**src/hw/dcache_pkg.sv**
```systemverilog
// Data cache shared types
package dcache_pkg;

    // Geometry, fixed at four ways by the tree replacement logic
    localparam int WORD_W    = 32;
    localparam int NUM_BYTES = 4;   // Also the byte enable width
    localparam int NUM_WAYS  = 4;
    localparam int WAY_W     = 2;
    localparam int NUM_SETS  = 8;
    localparam int SET_W     = 3;
    localparam int OFF_W     = 2;   // Byte offset, ignored by the cache
    localparam int TAG_W     = WORD_W - SET_W - OFF_W;

    typedef logic [WORD_W-1:0]    word_t;
    typedef logic [NUM_BYTES-1:0] byte_en_t;
    typedef logic [SET_W-1:0]     set_idx_t;
    typedef logic [WAY_W-1:0]     way_idx_t;
    typedef logic [NUM_WAYS-1:0]  way_mask_t;  // One bit per way
    typedef logic [TAG_W-1:0]     tag_t;

    // Word address split, MSB first so a flat address casts straight on
    typedef struct packed {
        tag_t              tag;
        set_idx_t          set;
        logic [OFF_W-1:0]  offset;
    } addr_t;

    // Request opcode
    typedef enum logic [1:0] {
        OP_IDLE  = 2'd0,
        OP_READ  = 2'd1,
        OP_WRITE = 2'd2
    } req_op_e;

    // Processor request, held while stall is high
    typedef struct packed {
        req_op_e   op;
        addr_t     addr;
        word_t     wdata;
        byte_en_t  byte_en;
    } cpu_req_t;

    // Memory fill strobe, one cycle wide
    typedef struct packed {
        logic   valid;
        word_t  data;
    } mem_fill_t;

endpackage

```
**src/hw/dcache_tag_array.sv**
```systemverilog
// Cache tag and valid store
module dcache_tag_array (
    input  logic                 clk,
    input  logic                 rst,
    input  dcache_pkg::set_idx_t set_idx,
    input  dcache_pkg::tag_t     tag,
    input  logic                 alloc_en,
    input  dcache_pkg::way_idx_t alloc_way,
    output logic                 hit,
    output dcache_pkg::way_idx_t hit_way,
    output logic                 all_valid,
    output dcache_pkg::way_idx_t free_way
);
    import dcache_pkg::*;

    tag_t      tags_q  [NUM_SETS][NUM_WAYS];   // Tag per set and way
    way_mask_t valid_q [NUM_SETS];             // Valid bits, one per way

    way_mask_t hit_mask;   // One-hot when the set holds the tag
    way_mask_t set_valid;  // Valid bits of the addressed set

    assign set_valid = valid_q[set_idx];
    assign all_valid = &set_valid;
    assign hit       = |hit_mask;

    // Compare every way of the addressed set
    always_comb begin
        for (int w = 0; w < NUM_WAYS; w++) begin
            hit_mask[w] = set_valid[w] && (tags_q[set_idx][w] == tag);
        end
    end

    // One-hot to index, zero when nothing hits
    always_comb begin
        hit_way = '0;
        for (int w = 0; w < NUM_WAYS; w++) begin
            if (hit_mask[w]) begin
                hit_way = way_idx_t'(w);
            end
        end
    end

    // Lowest invalid way wins, so scan from the top down
    always_comb begin
        free_way = '0;
        for (int w = NUM_WAYS - 1; w >= 0; w--) begin
            if (!set_valid[w]) begin
                free_way = way_idx_t'(w);
            end
        end
    end

    // Valid bits are control state and clear on reset
    always_ff @(posedge clk) begin
        if (rst) begin
            for (int s = 0; s < NUM_SETS; s++) begin
                valid_q[s] <= '0;
            end
        end else if (alloc_en) begin
            valid_q[set_idx][alloc_way] <= 1'b1;  // Line now owned by new tag
        end
    end

    // Tag storage, only meaningful behind a valid bit
    always_ff @(posedge clk) begin
        if (alloc_en) begin
            tags_q[set_idx][alloc_way] <= tag;
        end
    end

endmodule

```
**src/hw/dcache_data_array.sv**
```systemverilog
// Cache data word store
module dcache_data_array (
    input  logic                 clk,
    input  logic                 rst,
    input  dcache_pkg::set_idx_t set_idx,
    input  dcache_pkg::way_idx_t rd_way,
    output dcache_pkg::word_t    line_word,
    input  logic                 wr_en,
    input  dcache_pkg::way_idx_t wr_way,
    input  dcache_pkg::word_t    wr_word
);
    import dcache_pkg::*;

    // One word per line, sets by ways
    word_t data_q [NUM_SETS][NUM_WAYS];

    // Combinational read of the selected way
    assign line_word = data_q[set_idx][rd_way];

    // Single full-word write port
    // Byte merging happens upstream in the controller
    always_ff @(posedge clk) begin
        if (rst) begin
            for (int s = 0; s < NUM_SETS; s++) begin
                for (int w = 0; w < NUM_WAYS; w++) begin
                    data_q[s][w] <= '0;  // Whole store starts at zero
                end
            end
        end else if (wr_en) begin
            data_q[set_idx][wr_way] <= wr_word;
        end
    end

endmodule

```
**src/hw/dcache_plru.sv**
```systemverilog
// Tree pseudo-LRU replacement
module dcache_plru (
    input  logic                 clk,
    input  logic                 rst,
    input  dcache_pkg::set_idx_t set_idx,
    input  logic                 touch_en,
    input  dcache_pkg::way_idx_t touch_way,
    output dcache_pkg::way_idx_t lru_way
);
    import dcache_pkg::*;

    // Three bits per set
    // root_q: 1 when the high half (ways 2,3) was touched last
    // leaf_q[h]: 1 when the odd way of half h was touched last
    logic       root_q [NUM_SETS];
    logic [1:0] leaf_q [NUM_SETS];

    logic       root;
    logic [1:0] leaf;
    logic       victim_half;  // Half not touched last
    logic       victim_odd;   // Way within that half not touched last

    assign root = root_q[set_idx];
    assign leaf = leaf_q[set_idx];

    // Walk the tree away from the most recent path
    always_comb begin
        victim_half = ~root;
        victim_odd  = ~leaf[victim_half];
        lru_way     = {victim_half, victim_odd};
    end

    // Touch points both levels at the used way
    // The other half's leaf keeps its history
    always_ff @(posedge clk) begin
        if (rst) begin
            for (int s = 0; s < NUM_SETS; s++) begin
                root_q[s] <= 1'b0;
                leaf_q[s] <= 2'b00;
            end
        end else if (touch_en) begin
            root_q[set_idx]               <= touch_way[1];  // Record the half
            leaf_q[set_idx][touch_way[1]] <= touch_way[0];  // Record the way in it
        end
    end

endmodule

```
**src/hw/dcache_ctrl.sv**
```systemverilog
// Data cache controller
module dcache_ctrl (
    input  logic                  clk,
    input  logic                  rst,
    input  dcache_pkg::cpu_req_t  cpu_req,
    input  dcache_pkg::mem_fill_t fill,
    input  logic                  hit,
    input  dcache_pkg::way_idx_t  hit_way,
    input  logic                  all_valid,
    input  dcache_pkg::way_idx_t  free_way,
    input  dcache_pkg::way_idx_t  lru_way,
    input  dcache_pkg::word_t     line_word,
    output dcache_pkg::set_idx_t  set_idx,
    output dcache_pkg::tag_t      tag,
    output dcache_pkg::way_idx_t  rd_way,
    output logic                  alloc_en,
    output dcache_pkg::way_idx_t  alloc_way,
    output logic                  wr_en,
    output dcache_pkg::way_idx_t  wr_way,
    output dcache_pkg::word_t     wr_word,
    output logic                  touch_en,
    output dcache_pkg::way_idx_t  touch_way,
    output dcache_pkg::word_t     rdata,
    output logic                  stall
);
    import dcache_pkg::*;

    logic     is_rd;
    logic     is_wr;
    logic     full_wr;   // Write covering all four bytes
    logic     miss;
    logic     do_alloc;  // Miss resolved this cycle
    way_idx_t victim;
    word_t    rd_q;      // Registered read word

    // Enabled bytes of wdata over a base word
    function automatic word_t merge_bytes(word_t base, word_t wdata, byte_en_t be);
        word_t res;
        for (int b = 0; b < NUM_BYTES; b++) begin
            res[8*b +: 8] = be[b] ? wdata[8*b +: 8] : base[8*b +: 8];
        end
        return res;
    endfunction

    assign set_idx = cpu_req.addr.set;
    assign tag     = cpu_req.addr.tag;
    assign rd_way  = hit_way;  // Data array reads the hitting way

    assign is_rd   = (cpu_req.op == OP_READ);
    assign is_wr   = (cpu_req.op == OP_WRITE);
    assign full_wr = is_wr && (&cpu_req.byte_en);
    assign miss    = (is_rd || is_wr) && !hit;

    // Full-word write miss allocates straight away, everything else waits
    assign stall    = miss && !full_wr;
    assign do_alloc = miss && (fill.valid || full_wr);
    assign victim   = all_valid ? lru_way : free_way;  // Invalid ways first

    always_comb begin
        alloc_en  = 1'b0;
        alloc_way = victim;
        wr_en     = 1'b0;
        wr_way    = hit_way;
        wr_word   = merge_bytes(line_word, cpu_req.wdata, cpu_req.byte_en);
        touch_en  = 1'b0;
        touch_way = hit_way;
        if ((is_rd || is_wr) && hit) begin
            touch_en = 1'b1;
            wr_en    = is_wr;  // Read hit leaves the store alone
        end else if (do_alloc) begin
            alloc_en  = 1'b1;
            wr_en     = 1'b1;
            wr_way    = victim;
            touch_way = victim;
            touch_en  = 1'b1;
            // Full-word write ignores fill.data since every byte is enabled
            wr_word   = is_rd ? fill.data
                              : merge_bytes(fill.data, cpu_req.wdata, cpu_req.byte_en);
        end
    end

    // Read register, loads on a read hit
    always_ff @(posedge clk) begin
        if (rst) begin
            rd_q <= '0;
        end else if (is_rd && hit) begin
            rd_q <= line_word;
        end
    end

    assign rdata = fill.valid ? fill.data : rd_q;  // Fill word bypass

endmodule

```
**src/hw/dcache_top.sv**
```systemverilog
// Data cache top level
module dcache_top (
    input  logic                  clk,
    input  logic                  rst,
    input  dcache_pkg::cpu_req_t  cpu_req,
    input  dcache_pkg::mem_fill_t fill,
    output dcache_pkg::word_t     rdata,
    output logic                  stall
);
    import dcache_pkg::*;

    set_idx_t set_idx;
    tag_t     tag;
    logic     hit;
    way_idx_t hit_way;
    logic     all_valid;
    way_idx_t free_way;
    way_idx_t lru_way;
    way_idx_t rd_way;
    word_t    line_word;
    logic     alloc_en;
    way_idx_t alloc_way;
    logic     wr_en;
    way_idx_t wr_way;
    word_t    wr_word;
    logic     touch_en;
    way_idx_t touch_way;

    // Hit/miss decision and datapath muxing
    dcache_ctrl i_ctrl (
        .clk       (clk),
        .rst       (rst),
        .cpu_req   (cpu_req),
        .fill      (fill),
        .hit       (hit),
        .hit_way   (hit_way),
        .all_valid (all_valid),
        .free_way  (free_way),
        .lru_way   (lru_way),
        .line_word (line_word),
        .set_idx   (set_idx),
        .tag       (tag),
        .rd_way    (rd_way),
        .alloc_en  (alloc_en),
        .alloc_way (alloc_way),
        .wr_en     (wr_en),
        .wr_way    (wr_way),
        .wr_word   (wr_word),
        .touch_en  (touch_en),
        .touch_way (touch_way),
        .rdata     (rdata),
        .stall     (stall)
    );

    dcache_tag_array i_tag_array (
        .clk       (clk),
        .rst       (rst),
        .set_idx   (set_idx),
        .tag       (tag),
        .alloc_en  (alloc_en),
        .alloc_way (alloc_way),
        .hit       (hit),
        .hit_way   (hit_way),
        .all_valid (all_valid),
        .free_way  (free_way)
    );

    dcache_data_array i_data_array (
        .clk       (clk),
        .rst       (rst),
        .set_idx   (set_idx),
        .rd_way    (rd_way),
        .line_word (line_word),
        .wr_en     (wr_en),
        .wr_way    (wr_way),
        .wr_word   (wr_word)
    );

    // Replacement state, same set index as the lookup
    dcache_plru i_plru (
        .clk       (clk),
        .rst       (rst),
        .set_idx   (set_idx),
        .touch_en  (touch_en),
        .touch_way (touch_way),
        .lru_way   (lru_way)
    );

endmodule

```
**config.mk**
```make
export PLATFORM = sky130hd
export DESIGN_NAME = dcache_top
export DESIGN_NICKNAME = d
export VERILOG_FILES = /design/src/hw/dcache_pkg.sv /design/src/hw/dcache_tag_array.sv /design/src/hw/dcache_data_array.sv /design/src/hw/dcache_plru.sv /design/src/hw/dcache_ctrl.sv /design/src/hw/dcache_top.sv
export SDC_FILE = /design/constraint.sdc
export NUM_CORES = 2
export LEC_CHECK = 0
export ABC_AREA = 1
export BUFFER_PORTS_ARGS = -buffer_cell sky130_fd_sc_hd__buf_2
export CAP_MARGIN = 20
export CORE_ASPECT_RATIO = 2
export CORE_MARGIN = 3
export CORE_UTILIZATION = 44
export CTS_BUF_LIST = sky130_fd_sc_hd__clkbuf_4 sky130_fd_sc_hd__clkbuf_8
export DETAILED_ROUTE_END_ITERATION = 10
export PLACE_DENSITY_LB_ADDON = 0.3
export SETUP_SLACK_MARGIN = 0.02
export SYNTH_ARGS = -nofsm -noshare
export SYNTH_HDL_FRONTEND = slang
export SYNTH_SLANG_ARGS = --single-unit
```
**constraint.sdc**
```tcl
create_clock -name clk -period 6.35 [get_ports clk]
set_input_delay 1.27 -clock clk [delete_from_list [all_inputs] [get_ports clk]]
set_output_delay 1.27 -clock clk [all_outputs]
set_load 0.005 [all_outputs]
```
==> results.md <==
- Clock latency on the worst-skew pair, taken at its later pin, is 970 ps.
- The detailed placer's ending HPWL is 180,000 µm.
- After the last flow step, the layout net total stands at slightly below 9,000.
- The final-report setup violation count is 0.
- The total number of placement rows is 230.
- The worst path uses 93.9% of the clock period.
- Yosys attributes the largest share of cell area to edfxtp_1, nand2_1, nor2_1.
- By instance count, the cell type seen most on the critical path is nand2_1.
- The maximum cell stage delay along the critical path is 450 ps.
- Including well taps, the total number of placed cells is 10,800.
- The flow ran to the end, and the final reports show no timing, DRC or antenna violations.
- Headroom to the max-slew limit came out at 26.9%.
- The start-to-end type of the worst setup path is in2out.
- The count of boundary I/O pins is around 140.
- Using the TritonRoute via totals, the vias-per-cell ratio works out to 5.57.
- The number of resized instances in the post-cts repair step is 0.
- The post-synthesis instance area is 86,800 µm².
- The post-CTS setup repair buffer count is 0.
- Of the post-synthesis cell area, the dominant cell type holds 66.1%.
- The detailed router placed 63,100 vias in this run.
- Dividing total power by cell area gives a power density of 276 nW/µm².
- The data arrival at the endpoint of the critical path is 4690 ps.
- The min-delay analysis places its worst path in the category reg2reg.
- The most common flop cell mapped by yosys is edfxtp_1.
- The transition time at the pin with the least slew margin is 1090 ps.
- Global routing used 27.4% of the available tracks.
- The setup check on the worst reg-to-reg path leaves a slack of roughly 2000 ps.
- The via count of the first global-routing pass is roughly 63,000.
- The synthesized flop and latch total is 1,976.
- In the synthesized netlist the async set-or-reset flop fraction comes to 0%.
- The total count of max-transition violations in the final report was 0.
- The critical path's top delay family is simple AND/OR/NAND/NOR gates.
- The final routed wire length divided by cell count is 24.9 µm.
- The synthesis warning total is 0.
- The number of enable flip-flop cells after synthesis is 1,912.
- No sink is reached through more buffers than the 4 on the longest clock path.
- The worst path in the final design needs a cycle of 5960 ps, including I/O delays and setup.
- The H-tree was split into 5 levels.
- In the synthesized netlist, the cells that appear most often are nand2_1, edfxtp_1, nor2_1, inv_1, nand3_1.
- The overflow left after global routing is 0.
- The distinct cell type count after synthesis is 42.
- The source of the worst register-to-register timing path is i_tag_array.tags_q[0][94]$_DFFE_PP_.
- The capturing element type of the critical path is a primary output.
- The share of post-route cells with drive strength above 1 is 12.3%.
- The total non-filler cell area in the finished layout is 98,200 µm².
- The kind of start point of the critical path is a primary input.
- The finished layout holds 11,300 standard cells, fillers aside.
- The biggest area contributor in the post-synthesis netlist is edfxtp_1.
- The most numerous cell in the Yosys netlist is nand2_1.
- The maximum number of pins on one net before global-route repair is 90.
- The number of buffers added by the clock tree synthesis step is 284.
- Adding up every negative setup slack in the final design gives 0 ps.
- The count of endpoints failing hold in the final timing report was 0.
- After floorplanning, the core was sized to cover just under 200,000 µm².
- Setup repair after global routing left no endpoint under its margin.
- Compared with the post-synthesis result, the final layout area differs by 13.1%.
- At the end of routability-driven placement, the weighted congestion stood at 0.944.
- Summed over all cells, the static leakage comes to 39.6 nW.
- The clock tree from TritonCTS is yes.
- The worst-case IR drop observed on VDD is ~0.19 mV.
- The largest individual stage delay along the critical path comes from the cell buf_2.
- The sequential cell area fraction in the yosys report is around two thirds.
- The detail route stage leaves a number of antenna-violating nets equal to 0.
- The die covers about 200,000 µm².
- In this run, post-CTS hold repair placed 0 buffers.
- The synthesized area per cell is 10.4 µm².
- The largest clock skew in the final design is between 90 and 100 ps.
- For this run, the top clock speed supported by timing is 0.168 GHz.
- Walking the worst path, the cells encountered are buf_2, inv_2, nor2_4, buf_4, o211ai_1, nand2_1, nor2_1, nand2_1, nand3_1, nor2_1, nand2_1, nor2_1, nand2_1, nand2_2, inv_1, nand2_1, nor3_1, buf_2.
- The number of buffers and inverters on the critical path is 5.
- The detailed-route wire length is 282,000 µm.
- The count of clock tree sinks is about 2,000.
- At the worst endpoint, the required time is approximately 5000 ps.
- The destination of the worst hold path is i_tag_array.valid_q[2][2]$_DFF_P_.
- Across all hold checks on the routed design, the worst slack comes to 453 ps.
- The placed cell area is 92,700 µm².
- The die is ~320 µm wide.
- The die is 634 µm tall.
- The worst hold path was traced through 2 stages.
- After clock tree synthesis, the clock-pin slew on the worst setup and hold paths is 60 ps.
- The maximum net fanout on the critical path is 19.
- The final routed DRC violation total is 0.
- The post-synthesis instance total is between 8,000 and 9,000.
- The first-iteration detailed-routing DRC count is 6,073.
- The number of buffers inserted by port buffering is 135.
- In this run the most critical hold path is launched from i_tag_array.valid_q[2][2]$_DFF_P_.
- The starting density of the core is 44.2%.
- The root buffer selected by CTS is clkbuf_8.
- The synthesized net count is 8,473.
- The initial antenna violation count is 11.
- The number of maximum-capacitance violations is 0.
- The capture instance of the worst register-to-register path is i_data_array.data_q[3][81]$_SDFFCE_PN0P_.
- The first global-routing pass estimated approximately 410,000 µm of wire.
- Measured in cells, the most critical reg-to-reg path has a length of 20.
- The design draws 27.1 mW.
- Before antenna repair, the detailed router went through 6 iterations.
## metal layers
layer	wire length, µm	part of all wire, %	global-route usage, %
met5	37	0.013	0
met1	89800	32	27.4
met4	24200	8.6	20.5
met3	20300	7.2	4.34
met2	148000	52	51.0
## worst register-to-register path, delay by kind of cell, from the launching register on
family,cells,cell delay (ps)
and+or+nand+nor,17,3040
AOI/OAI and AO/OA,1,170
DFF,1,370
buffers and inverters,2,450
## cells in the final DEF, fill, tap and decap left out, types with 73 or more instances in the layout
cell type  netlist  routed
a22oi_1        148     148
nand2_1       1990    1969
o21ai_0        248     248
edfxtp_1      1912    1912
buf_12           0     148
a221oi_1       118     118
buf_2          287     134
nand4_1        126     126
nor2_1        1485    1484
inv_1          814     782
clkbuf_8         0     300
clkbuf_4         0      93
nand3_1        428     425
a21oi_1         85      73
buf_4           11     169
## stage by stage
stage	setup WS, ps	utilization (%)
finish	389	50.0
global route	179	50.0
CTS	435	50.0
detailed placement	311	47.2
global placement	336	47.2
floorplan	1460	-
## worst max-delay path by stage
stage / slack, ps / start / depth (start not counted) / to
detailed placement: 310 / cpu_req[40] / 22 / i_data_array.data_q[3][70]$_SDFFCE_PN0P_
CTS: 430 / cpu_req[40] / 20 / stall
floorplan: 1460 / cpu_req[39] / 22 / i_data_array.data_q[3][0]$_SDFFCE_PN0P_
global route: 180 / cpu_req[40] / 20 / stall
finish: 390 / cpu_req[40] / 18 / stall
global placement: 340 / cpu_req[40] / 22 / i_data_array.data_q[3][70]$_SDFFCE_PN0P_
## registers in the layout, indices dropped and copies added, names as in the netlist
signal	count
i_plru.leaf_q	16
i_data_array.data_q	1024
i_tag_array.tags_q	864
i_plru.root_q	8
i_tag_array.valid_q	32
i_ctrl.rd_q	32
## area by class of cell
cell class	count	area [µm²]
tap	2552	3190
multi-input combinational	5023	22700
fill	17400	98100
inverter	825	3140
clock buffer	393	4830
timing repair buffer	452	4920
antenna	6	15.0
clock inverter	92	688
sequential	1976	58700
## cells by family (layout without fill, tap and decap cells)
family / after synthesis / in the layout / synth area share [%]
AOI/OAI and AO/OA: 799 / 799 / 6.05
DFF: 1976 / 1976 / 67.6
and+or+nand+nor: 4222 / 4222 / 19.9
adders and majority gates: 2 / 2 / 0.0288
other: 0 / 6 / 0
buffers and inverters: 1367 / 1762 / 6.38
## power by group
| group | internal, mW | switching [mW] |
|---|---|---|
| Combinational | 0.622 | 1.72 |
| Clock | 5.26 | 4.90 |
| Sequential | 14.5 | 0.0722 |
| Total | 20.4 | 6.69 |
No activity file was read; power rests on OpenSTA's default activity.
